--- config.mk ---
export PLATFORM = sky130hd
export DESIGN_NAME = rv32i_core
export DESIGN_NICKNAME = d
export VERILOG_FILES = /design/src/rv_pkg.sv /design/src/immediate_decode.sv /design/src/alu_decode.sv /design/src/instruction_decode.sv /design/src/register_file.sv /design/src/alu.sv /design/src/rv32i_core.sv
export SDC_FILE = /design/constraint.sdc
export NUM_CORES = 2
export LEC_CHECK = 0
export ABC_AREA = 1
export BUFFER_PORTS_ARGS = -buffer_cell sky130_fd_sc_hd__buf_2
export CAP_MARGIN = 20
export CORE_MARGIN = 2
export CORE_UTILIZATION = 35
export CTS_CLUSTER_DIAMETER = 100
export DETAILED_ROUTE_END_ITERATION = 7
export SLEW_MARGIN = 5
export SYNTH_ARGS = -nofsm -noshare
export SYNTH_HDL_FRONTEND = slang
export SYNTH_SLANG_ARGS = --single-unit
--- constraint.sdc ---
create_clock -name clk -period 8.4 [get_ports clk]
set_input_delay 0.42 -clock clk [delete_from_list [all_inputs] [get_ports clk]]
set_output_delay 0.42 -clock clk [all_outputs]
set_load 0.03 [all_outputs]
--- src/rv_pkg.sv ---
`default_nettype none

package rv_pkg;

	// rv32i only
	localparam int XLEN = 32;
	localparam int NUM_REGS = 32;

	// data, address and immediate words
	typedef logic [XLEN-1:0] word_t;
	typedef logic [$clog2(NUM_REGS)-1:0] reg_idx_t;
	typedef logic [6:0] opcode_t;
	// alu function follows the funct3 encoding
	typedef logic [2:0] alu_op_t;
	typedef logic [1:0] op1_sel_t;
	typedef logic [1:0] wb_sel_t;

	// base opcodes, instruction bits 6:0
	localparam opcode_t OP_LUI = 7'b0110111;
	localparam opcode_t OP_AUIPC = 7'b0010111;
	localparam opcode_t OP_JAL = 7'b1101111;
	localparam opcode_t OP_JALR = 7'b1100111;
	localparam opcode_t OP_BRANCH = 7'b1100011;
	localparam opcode_t OP_LOAD = 7'b0000011;
	localparam opcode_t OP_STORE = 7'b0100011;
	localparam opcode_t OP_ALU_IMM = 7'b0010011;
	localparam opcode_t OP_ALU_REG = 7'b0110011;

	localparam alu_op_t ALU_ADD = 3'b000;
	localparam alu_op_t ALU_SLL = 3'b001;
	localparam alu_op_t ALU_SLT = 3'b010;
	localparam alu_op_t ALU_SLTU = 3'b011;
	localparam alu_op_t ALU_XOR = 3'b100;
	localparam alu_op_t ALU_SRL = 3'b101;
	localparam alu_op_t ALU_OR = 3'b110;
	localparam alu_op_t ALU_AND = 3'b111;

	// alu operand 1 source
	localparam op1_sel_t OP1_RS1 = 2'd0;
	localparam op1_sel_t OP1_PC = 2'd1;
	localparam op1_sel_t OP1_ZERO = 2'd2;

	// register file writeback source
	localparam wb_sel_t WB_ALU = 2'd0;
	localparam wb_sel_t WB_MEM = 2'd1;
	localparam wb_sel_t WB_PC4 = 2'd2;

	// everything the datapath needs from one instruction
	typedef struct packed {
		reg_idx_t rs1;
		reg_idx_t rs2;
		reg_idx_t rd;
		alu_op_t alu_op;
		logic alt;
		op1_sel_t op1_src;
		logic op2_imm;
		wb_sel_t wb_sel;
		logic branch;
		logic branch_if_zero;
		logic jump;
		logic jump_reg;
		logic rf_we;
		logic mem_we;
	} ctrl_t;

endpackage

`default_nettype wire

--- src/immediate_decode.sv ---
`timescale 1ns/1ps
`default_nettype none

module immediate_decode (
	input rv_pkg::word_t instruction,
	output rv_pkg::word_t immediate
);

	rv_pkg::opcode_t opcode;

	assign opcode = instruction[6:0];

	// bit 31 is the sign bit in every format
	always_comb
	begin
		case (opcode)
			// I type: loads, jalr and alu immediates
			rv_pkg::OP_ALU_IMM, rv_pkg::OP_LOAD, rv_pkg::OP_JALR:
				immediate = {{20{instruction[31]}}, instruction[31:20]};
			// S type splits the offset around rd
			rv_pkg::OP_STORE:
				immediate = {{20{instruction[31]}}, instruction[31:25], instruction[11:7]};
			// B type, offset in halfwords
			rv_pkg::OP_BRANCH:
				immediate = {
					{19{instruction[31]}},
					instruction[31],
					instruction[7],
					instruction[30:25],
					instruction[11:8],
					1'b0
				};
			// J type, 21 bit offset
			rv_pkg::OP_JAL:
				immediate = {
					{11{instruction[31]}},
					instruction[31],
					instruction[19:12],
					instruction[20],
					instruction[30:21],
					1'b0
				};
			// U type fills the upper 20 bits
			rv_pkg::OP_LUI, rv_pkg::OP_AUIPC:
				immediate = {instruction[31:12], 12'b0};
			default:
				immediate = '0;
		endcase
	end

endmodule

`default_nettype wire

--- src/alu_decode.sv ---
`timescale 1ns/1ps
`default_nettype none

module alu_decode (
	input rv_pkg::word_t instruction,
	output rv_pkg::alu_op_t alu_op,
	output logic alt,
	output rv_pkg::op1_sel_t op1_src,
	output logic op2_imm
);

	rv_pkg::opcode_t opcode;
	logic [2:0] funct3;

	assign opcode = instruction[6:0];
	assign funct3 = instruction[14:12];

	// alu function and alternate bit
	always_comb
	begin
		alu_op = rv_pkg::ALU_ADD;
		alt = 1'b0;
		case (opcode)
			rv_pkg::OP_BRANCH:
			begin
				// compare through the alu, the zero flag decides
				case (funct3[2:1])
					// beq and bne subtract
					2'b00:
					begin
						alu_op = rv_pkg::ALU_ADD;
						alt = 1'b1;
					end
					// blt and bge
					2'b10:
						alu_op = rv_pkg::ALU_SLT;
					// bltu and bgeu
					2'b11:
						alu_op = rv_pkg::ALU_SLTU;
					default:
						alu_op = rv_pkg::ALU_ADD;
				endcase
			end
			rv_pkg::OP_ALU_REG:
			begin
				alu_op = funct3;
				// sub and sra
				alt = instruction[30];
			end
			rv_pkg::OP_ALU_IMM:
			begin
				alu_op = funct3;
				// only srai uses bit 30, addi keeps adding
				alt = (funct3 == rv_pkg::ALU_SRL) ? instruction[30] : 1'b0;
			end
			// lui, auipc, loads, stores and jumps just add
			default:
				alu_op = rv_pkg::ALU_ADD;
		endcase
	end

	// operand 1
	// lui adds the immediate to zero
	// auipc adds it to the pc
	always_comb
	begin
		case (opcode)
			rv_pkg::OP_LUI:
				op1_src = rv_pkg::OP1_ZERO;
			rv_pkg::OP_AUIPC:
				op1_src = rv_pkg::OP1_PC;
			default:
				op1_src = rv_pkg::OP1_RS1;
		endcase
	end

	// operand 2 is rs2 only where two registers are compared or combined
	assign op2_imm = !(opcode == rv_pkg::OP_ALU_REG || opcode == rv_pkg::OP_BRANCH);

endmodule

`default_nettype wire

--- src/instruction_decode.sv ---
`timescale 1ns/1ps
`default_nettype none

module instruction_decode (
	input rv_pkg::word_t instruction,
	output rv_pkg::ctrl_t ctrl,
	output rv_pkg::word_t immediate
);

	rv_pkg::opcode_t opcode;
	logic [2:0] funct3;

	// alu_decode results
	rv_pkg::alu_op_t alu_op;
	logic alt;
	rv_pkg::op1_sel_t op1_src;
	logic op2_imm;

	// branch and writeback decode
	logic branch_if_zero;
	rv_pkg::wb_sel_t wb_sel;
	logic rf_we;

	assign opcode = instruction[6:0];
	assign funct3 = instruction[14:12];

	immediate_decode u_immediate_decode (
		.instruction(instruction),
		.immediate(immediate)
	);

	alu_decode u_alu_decode (
		.instruction(instruction),
		.alu_op(alu_op),
		.alt(alt),
		.op1_src(op1_src),
		.op2_imm(op2_imm)
	);

	// taken when the zero flag equals this bit
	// beq: difference is zero
	// bge, bgeu: slt result is zero
	always_comb
	begin
		case (funct3)
			3'b000, 3'b101, 3'b111:
				branch_if_zero = 1'b1;
			default:
				branch_if_zero = 1'b0;
		endcase
	end

	// writeback source and register write enable
	// unknown opcodes write nothing
	always_comb
	begin
		wb_sel = rv_pkg::WB_ALU;
		rf_we = 1'b0;
		case (opcode)
			rv_pkg::OP_LUI, rv_pkg::OP_AUIPC, rv_pkg::OP_ALU_IMM, rv_pkg::OP_ALU_REG:
				rf_we = 1'b1;
			rv_pkg::OP_LOAD:
			begin
				wb_sel = rv_pkg::WB_MEM;
				rf_we = 1'b1;
			end
			// link address
			rv_pkg::OP_JAL, rv_pkg::OP_JALR:
			begin
				wb_sel = rv_pkg::WB_PC4;
				rf_we = 1'b1;
			end
			default:
				rf_we = 1'b0;
		endcase
	end

	always_comb
	begin
		// register indices sit at fixed positions even when unused
		ctrl.rs1 = instruction[19:15];
		ctrl.rs2 = instruction[24:20];
		ctrl.rd = instruction[11:7];
		ctrl.alu_op = alu_op;
		ctrl.alt = alt;
		ctrl.op1_src = op1_src;
		ctrl.op2_imm = op2_imm;
		ctrl.wb_sel = wb_sel;
		ctrl.branch = (opcode == rv_pkg::OP_BRANCH);
		ctrl.branch_if_zero = branch_if_zero;
		ctrl.jump = (opcode == rv_pkg::OP_JAL) || (opcode == rv_pkg::OP_JALR);
		// jalr takes its base from rs1 instead of pc
		ctrl.jump_reg = (opcode == rv_pkg::OP_JALR);
		ctrl.rf_we = rf_we;
		ctrl.mem_we = (opcode == rv_pkg::OP_STORE);
	end

endmodule

`default_nettype wire

--- src/register_file.sv ---
`timescale 1ns/1ps
`default_nettype none

module register_file (
	input logic clk,
	input logic reset,
	input rv_pkg::reg_idx_t rs1,
	input rv_pkg::reg_idx_t rs2,
	input rv_pkg::reg_idx_t rd,
	input logic we,
	input rv_pkg::word_t wdata,
	output rv_pkg::word_t rdata1,
	output rv_pkg::word_t rdata2
);

	// x0 has no storage
	rv_pkg::word_t regs [1:rv_pkg::NUM_REGS-1];

	// one write per cycle, x0 writes dropped
	always_ff @(posedge clk)
	begin
		if (!reset && we && rd != '0)
		begin
			regs[rd] <= wdata;
		end
	end

	// combinational reads
	// a write lands at the edge, so the same cycle sees the old value
	assign rdata1 = (rs1 == '0) ? '0 : regs[rs1];
	assign rdata2 = (rs2 == '0) ? '0 : regs[rs2];

endmodule

`default_nettype wire

--- src/alu.sv ---
`timescale 1ns/1ps
`default_nettype none

module alu (
	input rv_pkg::alu_op_t op,
	input logic alt,
	input rv_pkg::word_t a,
	input rv_pkg::word_t b,
	output rv_pkg::word_t result,
	output logic zero
);

	logic [4:0] shamt;
	logic lt_signed;
	logic lt_unsigned;

	// only the low five bits shift
	assign shamt = b[4:0];
	assign lt_signed = $signed(a) < $signed(b);
	assign lt_unsigned = a < b;

	always_comb
	begin
		case (op)
			// alt selects subtract
			rv_pkg::ALU_ADD:
				result = alt ? (a - b) : (a + b);
			rv_pkg::ALU_SLL:
				result = a << shamt;
			rv_pkg::ALU_SLT:
				result = {{(rv_pkg::XLEN-1){1'b0}}, lt_signed};
			rv_pkg::ALU_SLTU:
				result = {{(rv_pkg::XLEN-1){1'b0}}, lt_unsigned};
			rv_pkg::ALU_XOR:
				result = a ^ b;
			// alt selects arithmetic shift
			rv_pkg::ALU_SRL:
				result = alt ? rv_pkg::word_t'($signed(a) >>> shamt) : (a >> shamt);
			rv_pkg::ALU_OR:
				result = a | b;
			rv_pkg::ALU_AND:
				result = a & b;
			default:
				result = '0;
		endcase
	end

	// branch compare flag
	assign zero = (result == '0);

endmodule

`default_nettype wire

--- src/rv32i_core.sv ---
`timescale 1ns/1ps
`default_nettype none

module rv32i_core (
	input logic clk,
	input logic reset,
	output rv_pkg::word_t imem_addr,
	input rv_pkg::word_t imem_data,
	output rv_pkg::word_t dmem_addr,
	output rv_pkg::word_t dmem_wdata,
	output logic dmem_we,
	input rv_pkg::word_t dmem_rdata
);

	rv_pkg::word_t pc;
	rv_pkg::word_t pc_plus4;
	rv_pkg::word_t next_pc;

	rv_pkg::ctrl_t ctrl;
	rv_pkg::word_t immediate;

	// register file read data and writeback
	rv_pkg::word_t rs1_data;
	rv_pkg::word_t rs2_data;
	rv_pkg::word_t wb_data;

	// alu operands and outputs
	rv_pkg::word_t op1;
	rv_pkg::word_t op2;
	rv_pkg::word_t alu_result;
	logic alu_zero;

	// branch resolution
	logic taken;
	rv_pkg::word_t pc_target;
	rv_pkg::word_t jalr_sum;
	rv_pkg::word_t jalr_target;

	// fetch straight from the pc
	assign imem_addr = pc;

	instruction_decode u_instruction_decode (
		.instruction(imem_data),
		.ctrl(ctrl),
		.immediate(immediate)
	);

	register_file u_register_file (
		.clk(clk),
		.reset(reset),
		.rs1(ctrl.rs1),
		.rs2(ctrl.rs2),
		.rd(ctrl.rd),
		.we(ctrl.rf_we),
		.wdata(wb_data),
		.rdata1(rs1_data),
		.rdata2(rs2_data)
	);

	// operand 1: rs1, pc for auipc, zero for lui
	always_comb
	begin
		case (ctrl.op1_src)
			rv_pkg::OP1_RS1:
				op1 = rs1_data;
			rv_pkg::OP1_PC:
				op1 = pc;
			default:
				op1 = '0;
		endcase
	end

	assign op2 = ctrl.op2_imm ? immediate : rs2_data;

	alu u_alu (
		.op(ctrl.alu_op),
		.alt(ctrl.alt),
		.a(op1),
		.b(op2),
		.result(alu_result),
		.zero(alu_zero)
	);

	// data port
	// address from the alu add, store data always from rs2
	assign dmem_addr = alu_result;
	assign dmem_wdata = rs2_data;
	// no stores while in reset
	assign dmem_we = ctrl.mem_we && !reset;

	assign pc_plus4 = pc + 32'd4;

	always_comb
	begin
		case (ctrl.wb_sel)
			rv_pkg::WB_MEM:
				wb_data = dmem_rdata;
			rv_pkg::WB_PC4:
				wb_data = pc_plus4;
			default:
				wb_data = alu_result;
		endcase
	end

	// jumps always taken
	// branches when the zero flag matches the wanted value
	assign taken = ctrl.jump || (ctrl.branch && (ctrl.branch_if_zero == alu_zero));

	// pc relative target for branches and jal
	assign pc_target = pc + immediate;
	// jalr has its own adder, the alu is busy with nothing else but keep paths apart
	assign jalr_sum = rs1_data + immediate;
	// bit 0 cleared per spec
	assign jalr_target = {jalr_sum[rv_pkg::XLEN-1:1], 1'b0};

	always_comb
	begin
		if (!taken)
		begin
			next_pc = pc_plus4;
		end
		else if (ctrl.jump_reg)
		begin
			next_pc = jalr_target;
		end
		else
		begin
			next_pc = pc_target;
		end
	end

	// one instruction per clock
	always_ff @(posedge clk)
	begin
		if (reset)
		begin
			pc <= '0;
		end
		else
		begin
			pc <= next_pc;
		end
	end

endmodule

`default_nettype wire

==> summary.txt <==
Logic synthesis
  – Post-Synthesis Cells: 8345
  – Synth Warn #: 0
  – Area share of the largest cell type after synthesis: 0.456
  – Synth area leaders: edfxtp_1 (46%), nand2_1 (11%), nand3_1 (7.1%), o21ai_0 (6.7%), a21oi_1 (5.1%)
  – Syn nets: 8576
  – Netlist cell types: between 50 and 60
  – Sequential-to-total area share from yosys stat: 0.466
  – Post-synthesis async set-or-reset flop share: 0
  – Synth Register Bits: slightly above 1000
  – Mapped Avg Cell Area: 7.83 um^2
  – Synth Flop Type: edfxtp_1
  – Synth area leader: edfxtp_1
  – Cell area after synthesis: 0.0653 mm^2
  – EDFF count, synth: 992

Detailed routing
  – DR DRC count: 0
  – Wirelength, routed: 305000 um
  – Final ANT Viol Nets: 0
  – Wire per inst: 28.0 um
  – DR vias/cell: 5.86
  – DRT Pass-1 Iters: 8
  – Iteration-0 DRC Markers: around 9400
  – Vias: 64000

Worst setup path
  – R2R Setup Slk: 1.70 ns
  – Cells on worst reg2reg path: 29
  – CP dominant cell by count: nor2_1
  – R2r endpoint: imem_addr[2]
  – CP Launch Type: primary input
  – Critical path class: in -> reg
  – Crit path max fanout: between 90 and 100
  – CP Capture Type: register
  – WP data required: 9.03 ns
  – CP max stage delay: 0.69 ns
  – Arrival @ worst endpoint: 7.78 ns
  – Slowest-stage cell, CP: o21ai_0
  – Worst R2R Start: u_register_file.regs[13][31]

Global route
  – GR Layer Usage met3: 0.0520
  – Initial antenna violation count: 10
  – Vias in the first global route: just under 60000
  – Global-route wire length before repair: approximately 430000 um
  – Most Used Layer, Global Route: met2
  – Grt met1 use: 0.394
  – Aggregate global routing overflow: 0
  – Largest net degree at the start of global routing: 192
  – Met2 usage: 0.479
  – Total global-route track usage: 0.309

Clock tree
  – Cts-stage hold buffer count: 0
  – CTS Root Cell: clkbuf_16
  – Clock latency on the worst-skew pair: 0.76 ns
  – Clock Sinks: 1024
  – CTS tree: yes
  – Cts repair resizes: 0
  – TritonCTS buffer count: 106
  – Setup bufs post-CTS: 0
  – Clock H-tree levels: 3
  – Max Root-Sink Buffers: 3
  – Clock-pin slew on the worst setup and hold paths: 0.06 ns

Placement
  – I/O Buffers: 162
  – RD Place Congestion: 1.04
  – Final HPWL DP: 205000 um
  – # placed instances: 10700

Min path
  – Worst min-delay path class: in -> reg
  – Hold Crit Start: reset
  – Worst Hold Depth: 4
  – Worst Hold End: imem_addr[3]

Pwr
  – Part of the power in registers: 0.439
  – Clock power frac: 0.351
  – Switch share: 0.322
  – Gate power share: 0.210
  – Cell-internal power: 0.00903 W
  – Net Sw Power: 0.00430 W
  – Max IR drop VDD: about 0.2 mV
  – PwrDens: between 150 and 200 mW/mm^2
  – Leak: 29.3 nW

Final layout
  – Layout cells sized above 1: 0.0852
  – Filler cells: roughly 19000
  – Area Growth Syn to Fin: 11.6%
  – Final core occ: 0.393
  – Nets@finish: 8572
  – Non-filler cells, final: approximately 11000

Run status
  – Status: complete, no violations

Die
  – Die height: 436 um
  – Initial Util: 0.352
  – Die X: 436 um
  – Core area: 0.185 mm^2
  – Rows: 158
  – Ports: 163
  – Die ar.: 0.190 mm^2

Job
  – Max-cap violation count: 0

Timing
  – Fmax: 0.140 GHz
  – Fin crit share: 0.851
  – Final setup TNS: 0 ns
  – Max Slew Vio Count: 0
  – Clock Skews: 0.0400 ns
  – Setup-failing EPs final: 0
  – Unrepaired setup endpoints after global routing: no
  – Slew HR: 0.172
  – Period minus WS final: slightly above 7 ns
  – Worst-Margin Slew: around 1.2 ns
  – Final-report hold violation count: 0
[cells in the mapped netlist, types with 7 or more instances]
| master | count |
|---|---|
| a21oi_1 | 667 |
| a221oi_1 | 9 |
| a22oi_1 | 11 |
| a31oi_1 | 25 |
| buf_1 | 56 |
| buf_2 | 150 |
| buf_4 | 51 |
| buf_6 | 15 |
| clkbuf_1 | 258 |
| dfxtp_1 | 32 |
| edfxtp_1 | 992 |
| ha_1 | 161 |
| inv_1 | 821 |
| inv_2 | 14 |
| nand2_1 | 1848 |
| nand2_2 | 8 |
| nand3_1 | 921 |
| nand3b_1 | 8 |
| nand4_1 | 27 |
| nor2_1 | 779 |
| nor2_2 | 33 |
| nor3_1 | 31 |
| nor4_1 | 13 |
| o2111ai_1 | 11 |
| o211ai_1 | 257 |
| o21ai_0 | 877 |
| o21ai_1 | 57 |
| o21bai_1 | 7 |
| o221ai_1 | 27 |
| o22ai_1 | 20 |
| o311ai_0 | 11 |
| o31ai_1 | 17 |
| or2_2 | 15 |
| xnor2_1 | 9 |
| xor2_1 | 43 |
[kinds of logic (layout without fill, tap and decap cells)]
kind of cell | after synthesis | after routing | share of synthesized area
compound gates | 2036 | 2036 | 0.173
xor+xnor | 52 | 52 | 0.00697
fa+ha+maj | 165 | 165 | 0.0321
buf+inv | 1372 | 1459 | 0.0864
flops | 1024 | 1024 | 0.466
mux | 2 | 2 | 0.000306
other cells | 0 | 5 | 0
simple gates | 3694 | 3694 | 0.235
[state kept, by name, indices dropped and copies added (netlist names)]
register	count
imem_addr	32
u_register_file.regs	992
[worst max-delay path by stage]
| stage | from | end | slack, ns | cells after the start |
|---|---|---|---|---|
| after CTS | imem_data[20] | imem_addr[2] | 1.53 | 30 |
| after detailed placement | imem_data[20] | imem_addr[15] | 0.78 | 30 |
| after global placement | imem_data[21] | imem_addr[8] | 0.26 | 32 |
| after global routing | imem_data[1] | imem_addr[2] | 0.85 | 34 |
| after floorplan | imem_data[20] | u_register_file.regs[10][23] | 2.16 | 30 |
| final | imem_data[20] | imem_addr[2] | 1.25 | 30 |
[cell usage in the layout (no fill, tap or decap), types with 25 or more instances in the layout]
| cell type | n |
|---|---|
| clkbuf_16 | 107 |
| ha_1 | 161 |
| o21ai_1 | 57 |
| a31oi_1 | 25 |
| inv_1 | 819 |
| clkinv_1 | 36 |
| o21ai_0 | 865 |
| nand3_1 | 920 |
| buf_12 | 29 |
| o211ai_1 | 257 |
| xor2_1 | 43 |
| nand4_1 | 27 |
| nor2_4 | 37 |
| edfxtp_1 | 992 |
| a21oi_1 | 661 |
| nor3_1 | 30 |
| buf_4 | 225 |
| buf_2 | 156 |
| nor2_1 | 742 |
| dfxtp_1 | 32 |
| nand2_1 | 1847 |
| nor2_2 | 34 |
| o221ai_1 | 27 |
[worst max-delay path, delay by kind of cell]
family,cells,cell delay (ns)
compound gates,7,2.58
fa+ha+maj,1,0.46
buf+inv,6,1.76
simple gates,16,2.31
[metrics by stage]
step,worst slack (ns),instance area [um^2],power [W],hold WS (ns)
6_report,1.25,72900,0.0133,0.162
5_1_grt,0.845,72900,0.0137,0.183
4_1_cts,1.53,72800,0.0133,0.125
3_5_place_dp,0.777,69500,0.00868,0.682
3_3_place_gp,0.264,69500,0.00868,0.694
2_1_floorplan,2.16,65300,0.00746,0.608
[layout make-up]
cell class                 instances  area [um^2]  area share
clock inverter                    74          603     0.00827
timing repair buffer             418         3150      0.0432
clock buffer                     125         2750      0.0377
multi-input combinational       5949        29700       0.407
inverter                         842         3190      0.0437
sequential                      1024        30400       0.417
antenna                            5         12.5    0.000172
tap                             2480         3100      0.0426
[per-layer routing]
layer  wire, um  up-vias  share of wire
li1           -    28600              -
met1     118000    30700           0.39
met2     135000     3839           0.44
met3      28000      869          0.092
met4      24400        8          0.080
met5         65        -        0.00021
[power groups by stage]
stage,clock network [W],logic (W),registers (W)
2_1_floorplan,0,0.00148,0.00598
3_3_place_gp,0,0.00272,0.00596
3_5_place_dp,0,0.00272,0.00596
4_1_cts,0.00471,0.00273,0.00585
5_1_grt,0.00489,0.00296,0.00585
6_report,0.00468,0.00280,0.00585
(Power assumes the default switching activity.)
